===== src/hw/channel_cfg.svh =====
`ifndef CHANNEL_CFG_SVH
`define CHANNEL_CFG_SVH

// Number of bits in one word carried from the upstream to the downstream port
`define CH_DATA_WIDTH 16

// Number of entries the FIFO can hold before it back-pressures the upstream port
`define CH_DEPTH 8

// Bits needed to index one FIFO entry
// Must stay consistent with CH_DEPTH, which is a power of two here
`define CH_ADDR_WIDTH 3

// Almost-full is set when the free slots drop to this many or fewer
// With a depth of 8 it comes on at an occupancy of 6
`define CH_AF_THRESH 2

// Almost-empty is set while the occupancy is at or below this level
`define CH_AE_THRESH 2

`endif

===== src/hw/handshake_pkg.sv =====
`default_nettype none

// Types that describe the two four-phase handshake ports
package handshake_pkg;

	// Upstream receiver
	// IN_ACKED holds ack high until the requester has dropped req
	typedef enum logic
	{
		IN_IDLE,
		IN_ACKED
	} ingress_state_t;

	// Downstream sender
	// OUT_REQ offers the held word, OUT_RELEASE waits for ack to fall again
	typedef enum logic [1:0]
	{
		OUT_IDLE,
		OUT_REQ,
		OUT_RELEASE
	} egress_state_t;

endpackage

`default_nettype wire


===== src/hw/fifo_pkg.sv =====
`default_nettype none

`include "channel_cfg.svh"

// Types that describe the storage side of the channel
package fifo_pkg;

	// One word as it travels through the channel
	typedef logic [`CH_DATA_WIDTH-1:0] data_word_t;

	// Index of one entry in the FIFO memory
	typedef logic [`CH_ADDR_WIDTH-1:0] fifo_addr_t;

	// Occupancy of the FIFO
	// One extra bit so that a completely full FIFO can be told from an empty one
	typedef logic [`CH_ADDR_WIDTH:0] fifo_count_t;

	// Registered FIFO flags, exported to both state machines and the top level
	// Note that almost_full is also set whenever full is, and almost_empty whenever empty is
	typedef struct packed
	{
		logic full;
		logic almost_full;
		logic empty;
		logic almost_empty;
	} fifo_status_t;

endpackage

`default_nettype wire


===== src/hw/fifo_channel.sv =====
`timescale 1ns/1ns
`default_nettype none

// Buffered word channel
// Upstream req/ack port, FIFO, downstream req/ack port, all on one clock
module fifo_channel import fifo_pkg::*;
(
	input wire logic clk,
	input wire logic reset,
	input wire logic flush_i,
	input wire logic in_req_i,
	input wire data_word_t in_data_i,
	output wire logic in_ack_o,
	output wire logic out_req_o,
	output wire data_word_t out_data_o,
	input wire logic out_ack_i,
	output wire fifo_status_t status_o
);

	// Ingress to FIFO
	logic enqueue;
	data_word_t enqueue_value;

	// FIFO to egress
	logic dequeue;
	data_word_t head_value;

	// Back-pressure comes from the registered full flag
	req_ack_ingress ingress (
		.clk(clk),
		.reset(reset),
		.req_i(in_req_i),
		.data_i(in_data_i),
		.ack_o(in_ack_o),
		.full_i(status_o.full),
		.enqueue_o(enqueue),
		.value_o(enqueue_value)
	);

	sync_fifo fifo (
		.clk(clk),
		.reset(reset),
		.flush_i(flush_i),
		.enqueue_i(enqueue),
		.value_i(enqueue_value),
		.dequeue_i(dequeue),
		.value_o(head_value),
		.status_o(status_o)
	);

	// The egress side only needs to know whether a head word is present
	req_ack_egress egress (
		.clk(clk),
		.reset(reset),
		.empty_i(status_o.empty),
		.value_i(head_value),
		.dequeue_o(dequeue),
		.req_o(out_req_o),
		.data_o(out_data_o),
		.ack_i(out_ack_i)
	);

endmodule

`default_nettype wire


===== src/hw/req_ack_egress.sv =====
`timescale 1ns/1ns
`default_nettype none

// Four-phase sender on the downstream port
// Takes one word from the FIFO head and offers it until the handshake completes
module req_ack_egress import fifo_pkg::*, handshake_pkg::*;
(
	input wire logic clk,
	input wire logic reset,
	input wire logic empty_i,
	input wire data_word_t value_i,
	output logic dequeue_o,
	output logic req_o,
	output data_word_t data_o,
	input wire logic ack_i
);

	egress_state_t state_ff;
	egress_state_t state_nxt;
	data_word_t hold_ff;

	always_comb
	begin
		state_nxt = state_ff;
		dequeue_o = 1'b0;
		case (state_ff)
			OUT_IDLE:
			begin
				// Words are only taken here, one per handshake
				if (!empty_i)
				begin
					dequeue_o = 1'b1;
					state_nxt = OUT_REQ;
				end
			end

			OUT_REQ:
			begin
				// Req drops one clock after ack is seen high
				if (ack_i)
					state_nxt = OUT_RELEASE;
			end

			OUT_RELEASE:
			begin
				// Wait for the responder to close the cycle
				if (!ack_i)
					state_nxt = OUT_IDLE;
			end

			default:
				state_nxt = OUT_IDLE;
		endcase
	end

	always_ff @(posedge clk, posedge reset)
	begin
		if (reset)
			state_ff <= OUT_IDLE;
		else
			state_ff <= state_nxt;
	end

	// Hold register for the word on offer
	// Once captured, a flush or later enqueues cannot change what the
	// downstream side sees, and the word is still delivered after a flush
	always_ff @(posedge clk)
	begin
		if (dequeue_o)
			hold_ff <= value_i;
	end

	assign req_o = state_ff == OUT_REQ;
	assign data_o = hold_ff;

endmodule

`default_nettype wire


===== src/hw/req_ack_ingress.sv =====
`timescale 1ns/1ns
`default_nettype none

// Four-phase receiver on the upstream port
// Accepts exactly one word per req/ack cycle and pushes it into the FIFO
module req_ack_ingress import fifo_pkg::*, handshake_pkg::*;
(
	input wire logic clk,
	input wire logic reset,
	input wire logic req_i,
	input wire data_word_t data_i,
	output logic ack_o,
	input wire logic full_i,
	output logic enqueue_o,
	output data_word_t value_o
);

	ingress_state_t state_ff;
	ingress_state_t state_nxt;

	always_comb
	begin
		state_nxt = state_ff;
		enqueue_o = 1'b0;
		case (state_ff)
			IN_IDLE:
			begin
				// Ack is withheld while the FIFO is full, which stalls the requester
				if (req_i && !full_i)
				begin
					enqueue_o = 1'b1;
					state_nxt = IN_ACKED;
				end
			end

			IN_ACKED:
			begin
				// Ack falls one clock after req is seen low
				if (!req_i)
					state_nxt = IN_IDLE;
			end

			default:
				state_nxt = IN_IDLE;
		endcase
	end

	always_ff @(posedge clk, posedge reset)
	begin
		if (reset)
			state_ff <= IN_IDLE;
		else
			state_ff <= state_nxt;
	end

	// The requester holds data stable until ack, so the enqueued word comes
	// straight from the port without a holding register
	assign value_o = data_i;
	assign ack_o = state_ff == IN_ACKED;

endmodule

`default_nettype wire


===== src/hw/sync_fifo.sv =====
`timescale 1ns/1ns
`default_nettype none

`include "channel_cfg.svh"

// Circular-buffer FIFO with registered flags and a one-clock flush
// The head word on value_o is valid whenever the empty flag is low
module sync_fifo import fifo_pkg::*;
(
	input wire logic clk,
	input wire logic reset,
	input wire logic flush_i,
	input wire logic enqueue_i,
	input wire data_word_t value_i,
	input wire logic dequeue_i,
	output data_word_t value_o,
	output fifo_status_t status_o
);

	localparam fifo_count_t DEPTH = fifo_count_t'(`CH_DEPTH);
	// Occupancy at or above which almost-full is set
	localparam fifo_count_t AF_LEVEL = fifo_count_t'(`CH_DEPTH - `CH_AF_THRESH);
	// Occupancy at or below which almost-empty is set
	localparam fifo_count_t AE_LEVEL = fifo_count_t'(`CH_AE_THRESH);
	localparam fifo_addr_t LAST_ADDR = fifo_addr_t'(`CH_DEPTH - 1);

	fifo_addr_t head_ff;
	fifo_addr_t head_nxt;
	fifo_addr_t tail_ff;
	fifo_addr_t tail_nxt;
	fifo_count_t count_ff;
	fifo_count_t count_nxt;
	fifo_status_t status_ff;
	logic almost_full_nxt;
	logic almost_empty_nxt;

	// The memory reads at the next head, so after a dequeue the following
	// word is already on value_o when the head pointer has moved
	sram_1r1w #(
		.DATA_WIDTH(`CH_DATA_WIDTH),
		.SIZE(`CH_DEPTH)
	) fifo_data (
		.clk(clk),
		.reset(reset),
		.rd_addr_i(head_nxt),
		.rd_data_o(value_o),
		.wr_en_i(enqueue_i),
		.wr_addr_i(tail_ff),
		.wr_data_i(value_i)
	);

	always_comb
	begin
		head_nxt = head_ff;
		tail_nxt = tail_ff;
		count_nxt = count_ff;
		almost_full_nxt = status_ff.almost_full;
		almost_empty_nxt = status_ff.almost_empty;

		if (flush_i)
		begin
			// Flush drops every stored word and wins over a same-cycle enqueue
			head_nxt = '0;
			tail_nxt = '0;
			count_nxt = '0;
			almost_full_nxt = 1'b0;
			almost_empty_nxt = 1'b1;
		end
		else
		begin
			// Both pointers wrap at the last entry
			if (enqueue_i)
				tail_nxt = (tail_ff == LAST_ADDR) ? '0 : tail_ff + 1'b1;

			if (dequeue_i)
				head_nxt = (head_ff == LAST_ADDR) ? '0 : head_ff + 1'b1;

			// The count only moves when exactly one side is active
			// Threshold flags flip as the count crosses their level
			if (enqueue_i && !dequeue_i)
			begin
				count_nxt = count_ff + 1'b1;
				if (count_ff == AF_LEVEL - 1'b1)
					almost_full_nxt = 1'b1;

				if (count_ff == AE_LEVEL)
					almost_empty_nxt = 1'b0;
			end
			else if (dequeue_i && !enqueue_i)
			begin
				count_nxt = count_ff - 1'b1;
				if (count_ff == AF_LEVEL)
					almost_full_nxt = 1'b0;

				if (count_ff == AE_LEVEL + 1'b1)
					almost_empty_nxt = 1'b1;
			end
		end
	end

	always_ff @(posedge clk, posedge reset)
	begin
		if (reset)
		begin
			head_ff <= '0;
			tail_ff <= '0;
			count_ff <= '0;
			// An empty FIFO is also almost empty
			status_ff <= '{full: 1'b0, almost_full: 1'b0, empty: 1'b1, almost_empty: 1'b1};
		end
		else
		begin
			head_ff <= head_nxt;
			tail_ff <= tail_nxt;
			count_ff <= count_nxt;
			status_ff.full <= count_nxt == DEPTH;
			status_ff.almost_full <= almost_full_nxt;
			status_ff.empty <= count_nxt == '0;
			status_ff.almost_empty <= almost_empty_nxt;
		end
	end

	assign status_o = status_ff;

endmodule

`default_nettype wire


===== src/hw/sram_1r1w.sv =====
`timescale 1ns/1ns
`default_nettype none

`include "channel_cfg.svh"

// Register-array memory with one read port and one write port
// The read is registered, so data appears the clock after the address
module sram_1r1w import fifo_pkg::*;
#(
	parameter int DATA_WIDTH = `CH_DATA_WIDTH,
	parameter int SIZE = `CH_DEPTH
)
(
	input wire logic clk,
	input wire logic reset,
	input wire fifo_addr_t rd_addr_i,
	output data_word_t rd_data_o,
	input wire logic wr_en_i,
	input wire fifo_addr_t wr_addr_i,
	input wire data_word_t wr_data_i
);

	logic [DATA_WIDTH-1:0] mem [SIZE];

	// Storage array, written on the clock edge when enabled
	always_ff @(posedge clk)
	begin
		if (wr_en_i)
			mem[wr_addr_i] <= wr_data_i;
	end

	// Registered read port
	// A write to the address being read forwards the new word, so a word
	// written into an empty FIFO is at the head one clock later
	always_ff @(posedge clk, posedge reset)
	begin
		if (reset)
			rd_data_o <= '0;
		else if (wr_en_i && wr_addr_i == rd_addr_i)
			rd_data_o <= wr_data_i;
		else
			rd_data_o <= mem[rd_addr_i];
	end

endmodule

`default_nettype wire


===== config.mk =====
export PLATFORM = sky130hd
export DESIGN_NAME = fifo_channel
export DESIGN_NICKNAME = d
export VERILOG_FILES = /design/src/hw/handshake_pkg.sv /design/src/hw/fifo_pkg.sv /design/src/hw/fifo_channel.sv /design/src/hw/req_ack_egress.sv /design/src/hw/req_ack_ingress.sv /design/src/hw/sync_fifo.sv /design/src/hw/sram_1r1w.sv
export VERILOG_INCLUDE_DIRS = /design/src /design/src/hw
export SDC_FILE = /design/constraint.sdc
export NUM_CORES = 1
export LEC_CHECK = 0
export BUFFER_PORTS_ARGS = -buffer_cell sky130_fd_sc_hd__buf_2
export CORE_MARGIN = 1.5
export CORE_UTILIZATION = 40
export DETAILED_ROUTE_END_ITERATION = 16
export MAX_ROUTING_LAYER = met4
export PLACE_DENSITY = 0.65
export SLEW_MARGIN = 20
export SYNTH_ARGS = -nofsm -noshare
export SYNTH_HDL_FRONTEND = slang
export SYNTH_SLANG_ARGS = --single-unit

===== constraint.sdc =====
create_clock -name clk -period 5.5 [get_ports clk]
set_input_delay 0.825 -clock clk [delete_from_list [all_inputs] [get_ports clk]]
set_output_delay 0.825 -clock clk [all_outputs]
set_load 0.01 [all_outputs]

==> flow_metrics.env <==
export IMPL_status="completed"
export IMPL_finalPower_uw=3790
export IMPL_holdPathStages=0
export IMPL_clkSinkCount=177
export IMPL_crit_chain="ha_1, ha_1, nor2_1, mux2_1, nand2_1, buf_4, clkinv_2, xor2_2, nor4_4, buf_4, a2111oi_0, a22o_1"
export IMPL_peakVddDrop_uv=235
export IMPL_max_slew_margin_pct=27.8
export IMPL_synth_edf_count=144
export IMPL_syn_to_final_growth_pct=14.5
export IMPL_r2r_end="fifo.fifo_data.rd_data_o[14]$_DFF_PP0_"
export IMPL_core_um2=17900
export IMPL_first_pass_iters=5
export IMPL_rows=49
export IMPL_ys_types=54
export IMPL_portBuffers=42
export IMPL_rsz0062_at_grt="no"
export IMPL_placed_area_um2=7760
export IMPL_required_ns=5.81
export IMPL_pwr_share_seq_pct=46.8
export IMPL_grt_antenna_before_repair=0
export IMPL_synth_seq_cells=177
export IMPL_synth_flop_cell="edfxtp_1"
export IMPL_clkPwrFrac_pct=30.2
export IMPL_slew_violations=0
export IMPL_whs_endpoint="egress.data_o[12]$_DFFE_PN_"
export IMPL_r2r_start="fifo.head_ff[0]$_DFF_PP0_"
export IMPL_async_flop_share_pct=18.6
export IMPL_drt_iter0_markers=522
export IMPL_yosysSeqAreaShare_pct=70.9
export IMPL_io_pins=43
export IMPL_fmax_mhz=294
export IMPL_critical_path_arrival_ns=3.71
export IMPL_slowest_delay_ns=0.79
export IMPL_clk_latency_ns=0.44
export IMPL_wl_per_cell_um=20.8
export IMPL_power_frac_comb_pct=23.0
export IMPL_hold_start="fifo.fifo_data.rd_data_o[12]$_DFF_PP0_"
export IMPL_m1WireLength_mm=6.98
export IMPL_layout_drive_gt1_share_pct=19.0
export IMPL_met2_length_mm=7.68
export IMPL_nNetsFinal=559
export IMPL_p_int_uw=2580
export IMPL_synthTopCellsByCount="144 x edfxtp_1, 31 x dfrtp_1, 31 x nand3_1, 30 x o221ai_1, 24 x nand2_1"
export IMPL_syn_inst=493
export IMPL_cp_slowest_cell="dfrtp_1"
export IMPL_power_switching_uw=1210
export IMPL_highest_layer="met4"
export IMPL_wl_mm=16.1
export IMPL_ff2ff_path_depth=12
export IMPL_antenna_cells=0
export IMPL_cts_setup_buffers=0
export IMPL_switching_share_pct=31.8
export IMPL_dp_hpwl_mm=9.55
export IMPL_period_needed_ns=3.40
export IMPL_syn_cell_area_um2=7270
export IMPL_grt_overflow=0
export IMPL_clockBufferDepth=2
export IMPL_yosys_warnings=0
export IMPL_cts_tree="built"
export IMPL_cp_start_kind="flop"
export IMPL_fin_skew_ns=0.0198
export IMPL_synth_nets=522
export IMPL_synth_area_top_cells="edfxtp_1 59%, dfrtp_1 11%, o221ai_1 3.6%"
export IMPL_finalCritPeriodShare_pct=61.8
export IMPL_finalHoldViolations=0
export IMPL_vias_per_cell=5.87
export IMPL_cts_resized=0
export IMPL_cap_violations=0
export IMPL_yosysTopAreaCell="edfxtp_1"
export IMPL_synth_top_cell_area_share_pct=59.5
export IMPL_track_usage_pct=18.5
export IMPL_die_y_um=138
export IMPL_route_detailed_drc=0
export IMPL_setup_violations_final=0
export IMPL_worstPathMaxFanout=20
export IMPL_power_leakage_uw=0.00282
export IMPL_dieArea_um2=19000
export IMPL_synth_most_common_cell="edfxtp_1"
export IMPL_setup_tns_ns=0
export IMPL_grt_pass1_wl_mm=24.5
export IMPL_grt_pass1_vias=4327
export IMPL_initial_utilization_pct=40.6
export IMPL_syn_avg_cell_area_um2=14.7
export IMPL_cts_buffers=17
export IMPL_rrSetupSlack_ns=2.10
export IMPL_route_met3_wl_mm=1.03
export IMPL_postCtsHoldBufs=0
export IMPL_h_tree_depth=4
export IMPL_critPathKind="reg2reg"
export IMPL_cts_root_buffer="clkbuf_16"
export IMPL_grt_max_degree=54
export IMPL_antenna_left=0
export IMPL_routabilityCongestion=0.822
export IMPL_die_x_um=138
export IMPL_power_density_nw_per_um2=455
export IMPL_tightest_slew_ns=1.08
export IMPL_num_vias=4528
export IMPL_hold_path_class="reg2reg"
export IMPL_endpoint_kind="flop"
export IMPL_cts_clk_slew_worst_paths_ns=0.07
export IMPL_final_area_um2=8320
-- cell usage in the layout (no fill, tap or decap), types with 4 or more instances in the layout --
cell type,count
nor3_1,8
a21o_1,14
nand3_1,31
buf_2,42
ha_1,8
edfxtp_1,144
inv_6,6
o22ai_1,15
clkbuf_16,17
a311o_1,14
nand2b_1,6
o211a_1,14
o31ai_1,14
nor2_1,14
nand2_1,24
a21oi_1,11
a2111oi_0,4
o221ai_1,30
dfrtp_1,31
buf_4,14
o21a_1,14
inv_1,7
-- flip-flops by register name (all words and copies together), names as in the netlist, 2 cells and up --
| signal | count |
|---|---|
| fifo.tail_ff | 3 |
| fifo.fifo_data.mem | 128 |
| egress.state_ff | 2 |
| fifo.status_o | 4 |
| egress.data_o | 16 |
| fifo.fifo_data.rd_data_o | 16 |
| fifo.head_ff | 3 |
| fifo.count_ff | 4 |
-- power by group through the flow --
stage	registers, uW	clock network [uW]	logic (uW)
after floorplan	1780	0	600
after global placement	1800	0	834
after detailed placement	1800	0	860
after CTS	1770	1160	870
after global routing	1790	1210	955
final	1770	1140	872
-- worst max path at each step --
stage | startpoint | end | slack [ns] | cells past startpoint
final | fifo.head_ff[0]$_DFF_PP0_ | fifo.fifo_data.rd_data_o[14]$_DFF_PP0_ | 2.10 | 12
after global routing | fifo.head_ff[0]$_DFF_PP0_ | fifo.fifo_data.rd_data_o[14]$_DFF_PP0_ | 1.85 | 12
after CTS | fifo.head_ff[0]$_DFF_PP0_ | fifo.fifo_data.rd_data_o[14]$_DFF_PP0_ | 2.12 | 12
after detailed placement | flush_i | fifo.fifo_data.rd_data_o[14]$_DFF_PP0_ | 2.04 | 10
after global placement | flush_i | fifo.fifo_data.rd_data_o[14]$_DFF_PP0_ | 2.12 | 10
after floorplan | in_req_i | fifo.fifo_data.mem[2][0]$_DFFE_PP_ | 1.73 | 3
-- critical path, delay by kind of cell (launching register included) --
kind / cells / cell delay (ns)
adder cells (fa/ha/maj): 2 / 0.40
multiplexers: 1 / 0.34
XOR/XNOR: 1 / 0.17
flip-flops: 1 / 0.79
AND/OR/NAND/NOR: 3 / 0.54
buffers and inverters: 3 / 0.74
AO/OA/AOI/OAI: 2 / 0.31
-- cell type report --
class | instances | area, um^2
Clock buffer | 20 | 447
Sequential cell | 177 | 5150
Clock inverter | 12 | 118
Tap cell | 229 | 287
Inverter | 9 | 36.3
Timing Repair Buffer | 56 | 315
Fill cell | 1577 | 9580
Multi-Input combinational cell | 269 | 1970
-- cell families after synthesis --
family,share of synthesized area [%]
compound gates,16.1
xor+xnor,0.826
fa+ha+maj,1.38
buf+inv,2.96
flops,70.9
mux,0.430
simple gates,7.45
-- routing by layer --
metal	GRT usage, %	up-vias
met1	24.1	2283
met2	27.8	169
met4	8.33	0
met3	3.97	25
met5	-	-
li1	-	2051
-- per-stage QoR --
stage | util [%] | hold WS, ns | cells | worst slack [ns]
after floorplan | - | 0.401 | 493 | 1.73
after global placement | 43.3 | 0.406 | 740 | 2.12
after detailed placement | 43.3 | 0.406 | 740 | 2.04
after CTS | 46.5 | 0.424 | 772 | 2.12
after global routing | 46.5 | 0.432 | 772 | 1.85
final | 46.5 | 0.422 | 772 | 2.10
(Power assumes the default switching activity.)
